`config.mk`:
```
export PLATFORM = sky130hd
export DESIGN_NAME = lock_output_stage
export DESIGN_NICKNAME = d
export VERILOG_FILES = /design/src/common/opp_pkg.sv /design/src/common/opp_param_if.sv /design/src/output_preprocessor/opp_control.sv /design/src/output_preprocessor/opp_param_bank.sv /design/src/output_preprocessor/opp_scaler.sv /design/src/output_preprocessor/opp_accumulator.sv /design/src/output_preprocessor/opp_limiter.sv /design/src/source/lock_output_stage.sv
export SDC_FILE = /design/constraint.sdc
export NUM_CORES = 1
export LEC_CHECK = 0
export BUFFER_PORTS_ARGS = -buffer_cell sky130_fd_sc_hd__buf_2
export CAP_MARGIN = 25
export CORE_UTILIZATION = 56
export DETAILED_ROUTE_END_ITERATION = 12
export GPL_ROUTABILITY_DRIVEN = 0
export PLACE_DENSITY = 0.89
export SETUP_SLACK_MARGIN = 0.3
export SLEW_MARGIN = 0
export SYNTH_ARGS = -nofsm -noshare
export SYNTH_HDL_FRONTEND = slang
export SYNTH_SLANG_ARGS = --single-unit
```
`constraint.sdc`:
```
create_clock -name clk_in -period 7.5 [get_ports clk_in]
set_input_delay 0 -clock clk_in [delete_from_list [all_inputs] [get_ports clk_in]]
set_output_delay 0 -clock clk_in [all_outputs]
set_load 0.05 [all_outputs]
```
`src/common/opp_pkg.sv`:
```
package opp_pkg;

	////////////////////////////////////////
	// shared constants
	////////////////////////////////////////

	// width of the unsigned output factor
	// also the front-panel multiplier field width
	localparam int MULT_W = 8;

	////////////////////////////////////////
	// sequencer states
	////////////////////////////////////////

	// one sample in flight at a time
	// idle -> compute -> send -> done -> idle
	typedef enum logic [1:0] {
		st_idle    = 2'd0,	// waiting for a sample strobe
		st_compute = 2'd1,	// datapath settling, result latched at end
		st_send    = 2'd2,	// output word valid for one cycle
		st_done    = 2'd3	// output written back as previous value
	} opp_state_e;

endpackage

```
`src/common/opp_param_if.sv`:
```
`timescale 1ns/1ps

interface opp_param_if #(
	parameter int W_OUT = 16	// output word width
);

	////////////////////////////////////////
	// active front-panel parameters
	////////////////////////////////////////

	logic signed [W_OUT-1:0]          output_max;	// upper clamp bound
	logic signed [W_OUT-1:0]          output_min;	// lower clamp bound
	logic signed [W_OUT-1:0]          output_init;	// value used while unlocked
	logic        [opp_pkg::MULT_W-1:0] multiplier;	// unsigned scale factor

	// register bank owns the values
	modport bank (
		output output_max,
		output output_min,
		output output_init,
		output multiplier
	);

	// scaler, accumulator and limiter only read
	modport datapath (
		input output_max,
		input output_min,
		input output_init,
		input multiplier
	);

endinterface

```
`src/output_preprocessor/opp_control.sv`:
```
`timescale 1ns/1ps

module opp_control #(
	parameter int COMP_LATENCY = 3	// compute cycles, 2 or more
) (
	input  logic clk_in,		// system clock
	input  logic reset_in,		// sync reset, active high
	input  logic data_valid_in,	// sample strobe from mux
	output logic capture,		// scaler takes the sample
	output logic latch,		// limiter takes the clamped word
	output logic send,		// output word valid
	output logic commit		// accumulator takes the held word
);

	// counter runs 0..COMP_LATENCY in compute, capture cycle included
	localparam int CNT_W = $clog2(COMP_LATENCY + 1);
	localparam logic [CNT_W-1:0] CNT_LAST = CNT_W'(COMP_LATENCY);

	opp_pkg::opp_state_e state;		// current state
	opp_pkg::opp_state_e state_next;	// next state
	logic [CNT_W-1:0]    count;		// cycles spent in current state

	////////////////////////////////////////
	// state and counter registers
	////////////////////////////////////////

	always_ff @(posedge clk_in) begin
		if (reset_in) begin
			state <= opp_pkg::st_idle;
			count <= '0;
		end else begin
			state <= state_next;
			if (state_next != state) begin
				count <= '0;	// clear on every transition
			end else if (state == opp_pkg::st_compute) begin
				count <= count + 1'b1;	// only compute needs counting
			end
		end
	end

	always_comb begin
		state_next = state;	// hold by default
		case (state)
			opp_pkg::st_idle: begin
				if (data_valid_in) state_next = opp_pkg::st_compute;
			end
			opp_pkg::st_compute: begin
				if (count == CNT_LAST) state_next = opp_pkg::st_send;
			end
			opp_pkg::st_send:    state_next = opp_pkg::st_done;	// single cycle
			opp_pkg::st_done:    state_next = opp_pkg::st_idle;	// single cycle
			default:             state_next = opp_pkg::st_idle;
		endcase
	end

	////////////////////////////////////////
	// strobe decode
	////////////////////////////////////////

	assign capture = (state == opp_pkg::st_idle) && data_valid_in;	// late strobes dropped
	assign latch   = (state == opp_pkg::st_compute) && (count == CNT_LAST);
	assign send    = (state == opp_pkg::st_send);
	assign commit  = (state == opp_pkg::st_done);

	// output pulse never stretches
	a_send_single: assert property (@(posedge clk_in) disable iff (reset_in)
		send |=> !send)
		else $error("send strobe held longer than one cycle");

	// write-back always right behind the output pulse
	a_commit_after_send: assert property (@(posedge clk_in) disable iff (reset_in)
		send |=> commit)
		else $error("commit did not follow send");

endmodule

```
`src/output_preprocessor/opp_param_bank.sv`:
```
`timescale 1ns/1ps

module opp_param_bank #(
	parameter int W_OUT      = 16,		// output word width
	parameter int OMAX_INIT  = 9999,	// reset upper bound
	parameter int OMIN_INIT  = 1111,	// reset lower bound
	parameter int OINIT_INIT = 5000,	// reset starting value
	parameter int MULT_INIT  = 1		// reset scale factor
) (
	input  logic                       clk_in,		// system clock
	input  logic                       reset_in,		// sync reset, active high
	input  logic signed [W_OUT-1:0]    output_max_in,	// front-panel upper bound
	input  logic signed [W_OUT-1:0]    output_min_in,	// front-panel lower bound
	input  logic signed [W_OUT-1:0]    output_init_in,	// front-panel starting value
	input  logic [opp_pkg::MULT_W-1:0] multiplier_in,	// front-panel factor
	input  logic                       update_en_in,	// arms the update pulse
	input  logic                       update_in,		// update pulse
	opp_param_if.bank                  params,		// active parameters
	output logic                       reload		// restart accumulation
);

	logic update_qual;	// update accepted this cycle

	assign update_qual = update_in && update_en_in;

	////////////////////////////////////////
	// parameter registers
	////////////////////////////////////////

	always_ff @(posedge clk_in) begin
		if (reset_in) begin
			params.output_max  <= W_OUT'(OMAX_INIT);
			params.output_min  <= W_OUT'(OMIN_INIT);
			params.output_init <= W_OUT'(OINIT_INIT);
			params.multiplier  <= (opp_pkg::MULT_W)'(MULT_INIT);
			reload             <= 1'b0;
		end else begin
			reload <= update_qual;	// one cycle, new values already visible
			if (update_qual) begin
				params.output_max  <= output_max_in;
				params.output_min  <= output_min_in;
				params.output_init <= output_init_in;
				params.multiplier  <= multiplier_in;
			end
		end
	end

	// crossed bounds are legal but suspicious
	a_bounds_ordered: assert property (@(posedge clk_in) disable iff (reset_in)
		reload |-> (params.output_min <= params.output_max))
		else $warning("front-panel update left min above max");

endmodule

```
`src/output_preprocessor/opp_scaler.sv`:
```
`timescale 1ns/1ps

module opp_scaler #(
	parameter int W_IN  = 18,	// input sample width
	parameter int W_OUT = 16	// output word width
) (
	input  logic                    clk_in,		// system clock
	input  logic                    reset_in,	// sync reset, active high
	input  logic signed [W_IN-1:0]  data_in,	// error sample from mux
	input  logic                    capture,	// sample accepted
	opp_param_if.datapath           params,		// active parameters
	output logic signed [W_OUT-1:0] scaled		// saturated scaled sample
);

	// signed product of W_OUT sample and zero-extended factor
	localparam int PROD_W = W_OUT + opp_pkg::MULT_W + 1;
	localparam logic signed [W_OUT-1:0] OUT_MAX = {1'b0, {(W_OUT-1){1'b1}}};
	localparam logic signed [W_OUT-1:0] OUT_MIN = {1'b1, {(W_OUT-1){1'b0}}};

	logic signed [W_OUT-1:0]  sample_conv;	// sample at output width
	logic signed [PROD_W-1:0] product;	// full-width product
	logic signed [W_OUT-1:0]  product_sat;	// product clipped to word range

	////////////////////////////////////////
	// width conversion
	////////////////////////////////////////

	generate
		if (W_OUT < W_IN) begin : g_trunc
			assign sample_conv = data_in[W_IN-1 -: W_OUT];	// drop lsbs
		end else begin : g_extend
			assign sample_conv = W_OUT'(data_in);	// sign extend
		end
	endgenerate

	assign product = sample_conv * $signed({1'b0, params.multiplier});

	always_comb begin
		if (product > OUT_MAX) begin
			product_sat = OUT_MAX;	// positive overflow
		end else if (product < OUT_MIN) begin
			product_sat = OUT_MIN;	// negative overflow
		end else begin
			product_sat = product[W_OUT-1:0];
		end
	end

	always_ff @(posedge clk_in) begin
		if (reset_in) begin
			scaled <= '0;
		end else if (capture) begin
			scaled <= product_sat;	// held for the whole compute phase
		end
	end

endmodule

```
`src/output_preprocessor/opp_accumulator.sv`:
```
`timescale 1ns/1ps

module opp_accumulator #(
	parameter int W_OUT      = 16,	// output word width
	parameter int OINIT_INIT = 5000	// reset starting value
) (
	input  logic                    clk_in,		// system clock
	input  logic                    reset_in,	// sync reset, active high
	input  logic signed [W_OUT-1:0] scaled,		// scaled sample from scaler
	input  logic                    lock_en_in,	// lock enabled
	input  logic                    commit,		// write back held word
	input  logic                    reload,		// restart from starting value
	input  logic signed [W_OUT-1:0] held,		// limiter output word
	opp_param_if.datapath           params,		// active parameters
	output logic signed [W_OUT-1:0] next_value	// value before clamping
);

	localparam logic signed [W_OUT-1:0] OUT_MAX = {1'b0, {(W_OUT-1){1'b1}}};
	localparam logic signed [W_OUT-1:0] OUT_MIN = {1'b1, {(W_OUT-1){1'b0}}};

	logic signed [W_OUT-1:0] prev_value;	// last output word sent
	logic signed [W_OUT-1:0] sum_raw;	// wrapping sum
	logic signed [W_OUT-1:0] sum_sat;	// saturated sum
	logic                    overflow;	// sum left the word range

	////////////////////////////////////////
	// saturating add and lock select
	////////////////////////////////////////

	assign sum_raw = scaled + prev_value;

	// same-sign operands with a flipped result sign
	assign overflow = (scaled[W_OUT-1] == prev_value[W_OUT-1])
		&& (sum_raw[W_OUT-1] != scaled[W_OUT-1]);

	always_comb begin
		if (overflow) begin
			sum_sat = scaled[W_OUT-1] ? OUT_MIN : OUT_MAX;	// toward operand sign
		end else begin
			sum_sat = sum_raw;
		end
	end

	assign next_value = lock_en_in ? sum_sat : params.output_init;	// unlocked holds init

	////////////////////////////////////////
	// previous output register
	////////////////////////////////////////

	always_ff @(posedge clk_in) begin
		if (reset_in) begin
			prev_value <= W_OUT'(OINIT_INIT);	// bank resets to the same value
		end else if (reload) begin
			prev_value <= params.output_init;	// reload wins over commit
		end else if (commit) begin
			prev_value <= held;
		end
	end

endmodule

```
`src/output_preprocessor/opp_limiter.sv`:
```
`timescale 1ns/1ps

module opp_limiter #(
	parameter int W_OUT = 16	// output word width
) (
	input  logic                    clk_in,		// system clock
	input  logic                    reset_in,	// sync reset, active high
	input  logic signed [W_OUT-1:0] next_value,	// unclamped value
	input  logic                    latch,		// last compute cycle
	opp_param_if.datapath           params,		// active parameters
	output logic signed [W_OUT-1:0] data_out	// held output word
);

	logic signed [W_OUT-1:0] upper_clamped;	// after max bound
	logic signed [W_OUT-1:0] clamped;	// after both bounds

	// min applied last, so it wins when bounds cross
	assign upper_clamped = (next_value > params.output_max) ? params.output_max : next_value;
	assign clamped = (upper_clamped < params.output_min) ? params.output_min : upper_clamped;

	always_ff @(posedge clk_in) begin
		if (reset_in) begin
			data_out <= '0;
		end else if (latch) begin
			data_out <= clamped;	// holds until next latch
		end
	end

	// bounds sampled at the latch edge, an update there may move them
	a_out_in_bounds: assert property (@(posedge clk_in) disable iff (reset_in)
		latch |=> ($past(params.output_min) > $past(params.output_max))
			|| ((data_out >= $past(params.output_min))
			&& (data_out <= $past(params.output_max))))
		else $error("latched word outside active bounds");

endmodule

```
`src/source/lock_output_stage.sv`:
```
`timescale 1ns/1ps

module lock_output_stage #(
	parameter int W_IN         = 18,	// input sample width
	parameter int W_OUT        = 16,	// output word width
	parameter int COMP_LATENCY = 3,		// compute cycles, 2 or more
	parameter int OMAX_INIT    = 9999,	// reset upper bound
	parameter int OMIN_INIT    = 1111,	// reset lower bound
	parameter int OINIT_INIT   = 5000,	// reset starting value
	parameter int MULT_INIT    = 1		// reset scale factor
) (
	input  logic                       clk_in,		// system clock
	input  logic                       reset_in,		// sync reset, active high
	input  logic signed [W_IN-1:0]     data_in,		// error sample from mux
	input  logic                       data_valid_in,	// sample strobe
	input  logic                       lock_en_in,		// lock enable from mux
	input  logic signed [W_OUT-1:0]    output_max_in,	// front-panel upper bound
	input  logic signed [W_OUT-1:0]    output_min_in,	// front-panel lower bound
	input  logic signed [W_OUT-1:0]    output_init_in,	// front-panel starting value
	input  logic [opp_pkg::MULT_W-1:0] multiplier_in,	// front-panel factor
	input  logic                       update_en_in,	// arms update
	input  logic                       update_in,		// update pulse
	output logic signed [W_OUT-1:0]    data_out,		// word to dds or dac queue
	output logic                       data_valid_out	// one-cycle valid pulse
);

	logic                    capture;	// sample accepted
	logic                    latch;		// take clamped word
	logic                    commit;	// write back output
	logic                    reload;	// restart from new init
	logic signed [W_OUT-1:0] scaled;	// scaler result
	logic signed [W_OUT-1:0] next_value;	// accumulator result

	opp_param_if #(.W_OUT(W_OUT)) params_if ();	// bank to datapath

	////////////////////////////////////////
	// control and parameters
	////////////////////////////////////////

	opp_control #(
		.COMP_LATENCY(COMP_LATENCY)
	) u_control (
		.clk_in        (clk_in),
		.reset_in      (reset_in),
		.data_valid_in (data_valid_in),
		.capture       (capture),
		.latch         (latch),
		.send          (data_valid_out),	// send strobe is the valid pulse
		.commit        (commit)
	);

	opp_param_bank #(
		.W_OUT      (W_OUT),
		.OMAX_INIT  (OMAX_INIT),
		.OMIN_INIT  (OMIN_INIT),
		.OINIT_INIT (OINIT_INIT),
		.MULT_INIT  (MULT_INIT)
	) u_param_bank (
		.clk_in         (clk_in),
		.reset_in       (reset_in),
		.output_max_in  (output_max_in),
		.output_min_in  (output_min_in),
		.output_init_in (output_init_in),
		.multiplier_in  (multiplier_in),
		.update_en_in   (update_en_in),
		.update_in      (update_in),
		.params         (params_if.bank),
		.reload         (reload)
	);

	////////////////////////////////////////
	// datapath
	////////////////////////////////////////

	opp_scaler #(
		.W_IN  (W_IN),
		.W_OUT (W_OUT)
	) u_scaler (
		.clk_in   (clk_in),
		.reset_in (reset_in),
		.data_in  (data_in),
		.capture  (capture),
		.params   (params_if.datapath),
		.scaled   (scaled)
	);

	opp_accumulator #(
		.W_OUT      (W_OUT),
		.OINIT_INIT (OINIT_INIT)
	) u_accumulator (
		.clk_in     (clk_in),
		.reset_in   (reset_in),
		.scaled     (scaled),
		.lock_en_in (lock_en_in),
		.commit     (commit),
		.reload     (reload),
		.held       (data_out),	// previous value comes from sent word
		.params     (params_if.datapath),
		.next_value (next_value)
	);

	opp_limiter #(
		.W_OUT (W_OUT)
	) u_limiter (
		.clk_in     (clk_in),
		.reset_in   (reset_in),
		.next_value (next_value),
		.latch      (latch),
		.params     (params_if.datapath),
		.data_out   (data_out)
	);

endmodule

```
Yosys cells after proc, flatten, opt, wreduce, memory -nomap -nowiden:

Cells that the tools add are included.

* bits in registers: 109
* bits of input ports: 80

* add/subtract/negate cells: 2
* multiply operators: 1
* order comparisons: 4
* equal/unequal tests: 7
* mux-type cells: 12
* reduce and logical (&&, ||, !) cells: 7

Operators by type and width (count)
* $mux W16: 9
* $gt A25 B16 Y1 const B: 1
* $lt A25 B16 Y1 const B: 1
* $mul A16 B9 Y25: 1
* $add A16 B16 Y16: 1
* $gt A16 B16 Y1: 1
* $lt A16 B16 Y1: 1
* $pmux W2 S4: 1
* $eq A2 B2 Y1 const B: 3
* $logic_and A1 B1 Y1: 4
* $mux W2: 2
* $add A2 B1 Y2 const B: 1
* $eq A2 B1 Y1 const B: 1
* $logic_not A2 Y1: 1
* $ne A2 B2 Y1: 1
* $reduce_bool A2 Y1: 1
* $reduce_or A2 Y1: 1
* $eq A1 B1 Y1: 1
* $ne A1 B1 Y1: 1

Depth between registers and ports, before layout:

* word-level depth: 9
* mapped depth: 37
* mapped depth without buffers: 32

Cells and area by module:

Synthesis repeated with hierarchy kept, for this count alone.

* cell total of the unflattened synthesis: 1385
* area total of the unflattened synthesis: 12016.5 µm²

Modules (own cells, without submodules)
* opp_scaler: times used 1, cells an instance 640, area each 5454.0 µm², seq. area each 320.3 µm²
* opp_param_bank: times used 1, cells an instance 235, area each 2326.0 µm², seq. area each 1141.1 µm²
* opp_accumulator: times used 1, cells an instance 254, area each 2014.4 µm², seq. area each 320.3 µm²
* opp_limiter: times used 1, cells an instance 233, area each 2013.2 µm², seq. area each 320.3 µm²
* opp_control: times used 1, cells an instance 23, area each 209.0 µm², seq. area each 80.1 µm²

Worst setup path after synthesis:

No wires, ideal clock.

* path kind: register to register
* start point: register u_scaler.scaled[1]
* end point: register u_limiter.data_out[10]
* setup time: 133 ps
* data arrival time: 7239 ps
* data required time: 7367 ps
* setup slack: 129 ps
* stages on the path, launching flop included: 33
* path buffers: 3
* period minus slack after synthesis: 7371 ps
* path through: dfxtp_1 -> ha_1 -> a211o_1 -> a21o_1 -> a211o_1 -> a21oi_1 -> a21oi_1 -> a21oi_1 -> o21bai_1 -> fa_1 -> nor2b_1 -> nand2_1 -> a21boi_1 -> and4_1 -> o211a_1 -> o21ai_0 -> ha_1 -> nand4_1 -> a2111o_1 -> o2111ai_1 -> mux2i_1 -> clkbuf_1 -> mux2_2 -> ha_1 -> nand2_1 -> or3_1 -> or2_2 -> o211ai_1 -> a21o_1 -> buf_2 -> buf_2 -> mux2i_1 -> a21oi_1

* word-level cells in the longest chain between the ends: 9

Ends and longest elaborated chain
* from (decl): line opp_scaler.sv:12 `output logic signed [W_OUT-1:0] scaled`
* from (signal assigned): line opp_scaler.sv:52 `scaled <= product_sat;`
* $add A16 B16 Y16 *: line opp_accumulator.sv:30 `assign sum_raw = scaled + prev_value;`
* $ne A1 B1 Y1: line opp_accumulator.sv:34 `&& (sum_raw[W_OUT-1] != scaled[W_OUT-1]);`
* $logic_and A1 B1 Y1: line opp_accumulator.sv:34
* $mux W16 *: line opp_accumulator.sv:37 `if (overflow) begin`
* $mux W16 *: line opp_accumulator.sv:44 `assign next_value = lock_en_in ? sum_sat : params.output_init;`
* $gt A16 B16 Y1: line opp_limiter.sv:18 `assign upper_clamped = (next_value > params.output_max) ? params.output_max : next_value;`
* $mux W16 *: line opp_limiter.sv:18
* $lt A16 B16 Y1: line opp_limiter.sv:19 `assign clamped = (upper_clamped < params.output_min) ? params.output_min : upper_clamped;`
* $mux W16 *: line opp_limiter.sv:19
* to (signal assigned): line opp_limiter.sv:25 `data_out <= clamped;`
* to (decl): line opp_limiter.sv:11 `output logic signed [W_OUT-1:0] data_out`

Every way passes the cells marked *; elsewhere a longest branch is shown, timed or not.
A chain may end at the register's enable or synchronous reset.

Worst setup path in the final report:

Same ends and word-level chain as after synthesis.

==> impl_metrics.csv <==
group,metric,value,unit
outcome,outcome,"completed",
setup_path,worst_setup_path_end_kind,"register",
grt,grt_start_max_net_pins,84,
pwr,intPower,1.59,mW
logic_synthesis,ys_types,65,
sta,setup_viol,0,
logic_synthesis,netlist_instances,1328,
setup_path,data_required_time_of_the_critical_path,7750,ps
floorplan,die_x,142,um
setup_path,critical_path.max_stage_delay,600,ps
pwr,switching_power,1.19,mW
pwr,power_density,216,nW/um2
routing,post_drt_wl_per_cell,19.0,um
clock_tree,tritoncts,"yes",
logic_synthesis,postSynth.topFlopCell,"dfxtp_1",
clock_tree,clock_latency_of_the_later_clocked_register_in_the_worst_skew_pair,370,ps
logic_synthesis,asyncSetResetFlopFracSynth,0,
routing,finalWirelength,32800,um
worst_hold_path,worstHoldPathType,"in -> reg",
setup_path,timing.critical_path.arrival,7720,ps
grt,total_congestion_overflow_after_global_routing,0,
placed_design,place.port_buffers,94,
clock_tree,cts_num_sinks,109,
layout,multi_input_area,8100,um2
sta,timing_worst_slew_pin_value,940,ps
routing,drc,0,
sta,final_hold_viol_count,0,
setup_path,cp_slowest_cell,"fa_1",
sta,maxSlewHeadroom,0.373,
grt,grt_usage,0.313,
pwr,power.ir.vdd_worst,0.145,mV
layout,final_net_count,1747,
routing,final_antenna_net_count,0,
floorplan,core-area,18900,um2
clock_tree,max-clock-path-buffers,2,
setup_path,category_of_the_most_critical_setup_path,"reg -> reg",
sta,skew,16.3,ps
sta,finalCritPeriodShare,0.997,
grt,grt_antenna_before_repair,0,
routing,met2WireLength,15500,um
clock_tree,clock_tree.root_cell,"clkbuf_16",
pwr,combinational_group_share_of_total_power,0.570,
pwr,power.sequential.fraction,0.246,
sta,maxClockFrequency,134,MHz
routing,vias,10700,
logic_synthesis,post_synth_main_area_contributors,"dfxtp_1 (20%), fa_1 (19%), ha_1 (11%)",
layout,drive_gt1_frac,0.139,
clock_tree,cts_max_level,3,
logic_synthesis,synth_top_area_frac,0.200,
pwr,clock_power_share,0.185,
layout,layout.cells.most_common_list,"nand2_1 (186), inv_1 (179), dfxtp_1 (107), fa_1 (104), buf_2 (95)",
logic_synthesis,synth_top_cell_by_area,"dfxtp_1",
sta,grt_setup_unrepaired,"yes",
placed_design,hpwl,21100,um
logic_synthesis,synth_area_per_cell,8.22,um2
logic_synthesis,synth_edf_count,0,
pwr,power_switching_share,0.427,
logic_synthesis,synth-seq-cells,109,
routing,drt-met1-wl,12100,um
clock_tree,clk_transition_reported_paths,80,ps
routing,drtPass1Iterations,9,
floorplan,die_ar,20000,um2
floorplan,row_count,50,
logic_synthesis,netlist_area,10900,um2
grt,vias_in_the_first_global_route,10300,
pwr,p_total,2.78,mW
layout,final_common_cell,"nand2_1",
sta,hold_slack,29.7,ps
run,drv.max_cap_violation_count,0,
grt,wire_length_of_the_first_global_routing_pass,49900,um
layout,num-fill-cells,1328,
floorplan,die_h,142,um
clock_tree,tritoncts.num_buffers,9,
floorplan,start_util,0.578,
routing,topRoutingLayerUsed,"met4",
setup_path,worst-path-max-fanout,6,
sta,slew_viol_final,0,
logic_synthesis,synth.net_count,1609,
routing,vias_per_cell,6.19,
routing,drt_iter0_drc,1270,
layout,final-seq-area,2190,um2
routing,routed-wl-met3,2990,um
setup_path,kind_of_start_point_of_the_critical_path,"register",
sta,post-route-min-period,7480,ps
floorplan,boundaryPins,97,
layout,area.growth.synth_to_final,18.2,%
layout,antenna-diode-count,0,
pwr,p_leak,6.24,nW
logic_synthesis,synth-warning-count,0,
logic_synthesis,synth_seq_area_share,0.200,
## per-stage QoR
stage	TNS (ps)	setup WS [ps]	util	instances	area, um2
final	0	24.2	0.683	1731	12900
after floorplan	0	400	-	1328	10900
after global placement	0	127	0.613	1634	11600
after global routing	-2310	-209	0.683	1731	12900
after detailed placement	-1980	-147	0.613	1634	11600
after CTS	0	305	0.665	1712	12600
## cell families after synthesis
family | after synthesis | synth area share
AOI/OAI and AO/OA | 268 | 0.162
xor gates and xnor gates | 24 | 0.0193
adders and majority gates | 201 | 0.302
buffers and inverters | 240 | 0.0837
DFF | 109 | 0.200
muxes | 43 | 0.0406
and+or+nand+nor | 443 | 0.192
## flip-flops by register name, indices dropped and copies added, names as in the netlist
signal,flops
u_accumulator.prev_value,16
u_limiter.data_out,16
u_param_bank.params.output_init,16
u_param_bank.params.output_max,16
u_param_bank.params.output_min,16
u_scaler.scaled,16
u_param_bank.params.multiplier,8
u_control.count,2
u_control.state,2
u_param_bank.reload,1
## worst paths after layout
path / start / endpoint / slack [ps] / cells past startpoint
hold / removal: data_in[2] / u_scaler.scaled[0] / 30 / 3
hold reg to reg: u_param_bank.params.output_min[13] / u_param_bank.params.output_min[13] / 470 / 2
setup / recovery: u_scaler.scaled[1] / u_limiter.data_out[10] / 20 / 32
setup reg to reg: u_scaler.scaled[1] / u_limiter.data_out[10] / 20 / 32
## cells in the mapped netlist (8+ instances only)
cell,instances
nand2_1,189
inv_1,179
dfxtp_1,109
fa_1,104
a21oi_1,97
ha_1,97
and2_1,78
nor2_1,71
clkbuf_1,50
o21ai_0,41
mux2i_1,33
a21o_1,24
o211ai_1,20
nand3_1,18
a211oi_1,17
nor3_1,17
o32ai_1,16
or3_1,14
xnor2_1,13
nand4_1,11
xor2_1,11
mux2_2,10
nor2b_1,10
nand2b_1,8
o21a_1,8
## cell type report
type                       count  share of cell area
clock buffer                  11              0.0196
clock inverter                 5             0.00514
inverter                     180              0.0524
multi-input combinational    982               0.628
sequential                   109               0.170
tap                          260              0.0252
timing repair buffer         184               0.101
## critical path: cells and delay by family, from the launching register on
kind | cells | cell delay [ps]
buffers and inverters | 3 | 510
flip-flops | 1 | 360
AND/OR/NAND/NOR | 8 | 1490
multiplexers | 2 | 430
adder cells (fa/ha/maj) | 4 | 1430
AO/OA/AOI/OAI | 15 | 3120
## power groups by stage
stage | combinational [mW] | clock, mW | sequential [mW]
floorplan | 1.01 | 0 | 0.664
global placement | 1.23 | 0 | 0.687
detailed placement | 1.28 | 0 | 0.689
CTS | 1.36 | 0.512 | 0.676
global route | 1.72 | 0.540 | 0.685
finish | 1.59 | 0.515 | 0.683
## repair_timing
action                                 CTS  global route
endpoints found under the hold margin   58             0
setup endpoints to repair               16            16
resized for setup                       13            34
setup buffers                            2            18
gates cloned                             3             1
hold buffers                            57             0
pin swaps                                4            32
## metal layers
| metal | vias up | GRT usage |
|---|---|---|
| met5 | - | 0 |
| met3 | 237 | 0.0580 |
| met4 | 0 | 0.140 |
| met2 | 698 | 0.530 |
| met1 | 5068 | 0.389 |
| li1 | 4720 | - |
No activity file was read; power rests on OpenSTA's default activity.
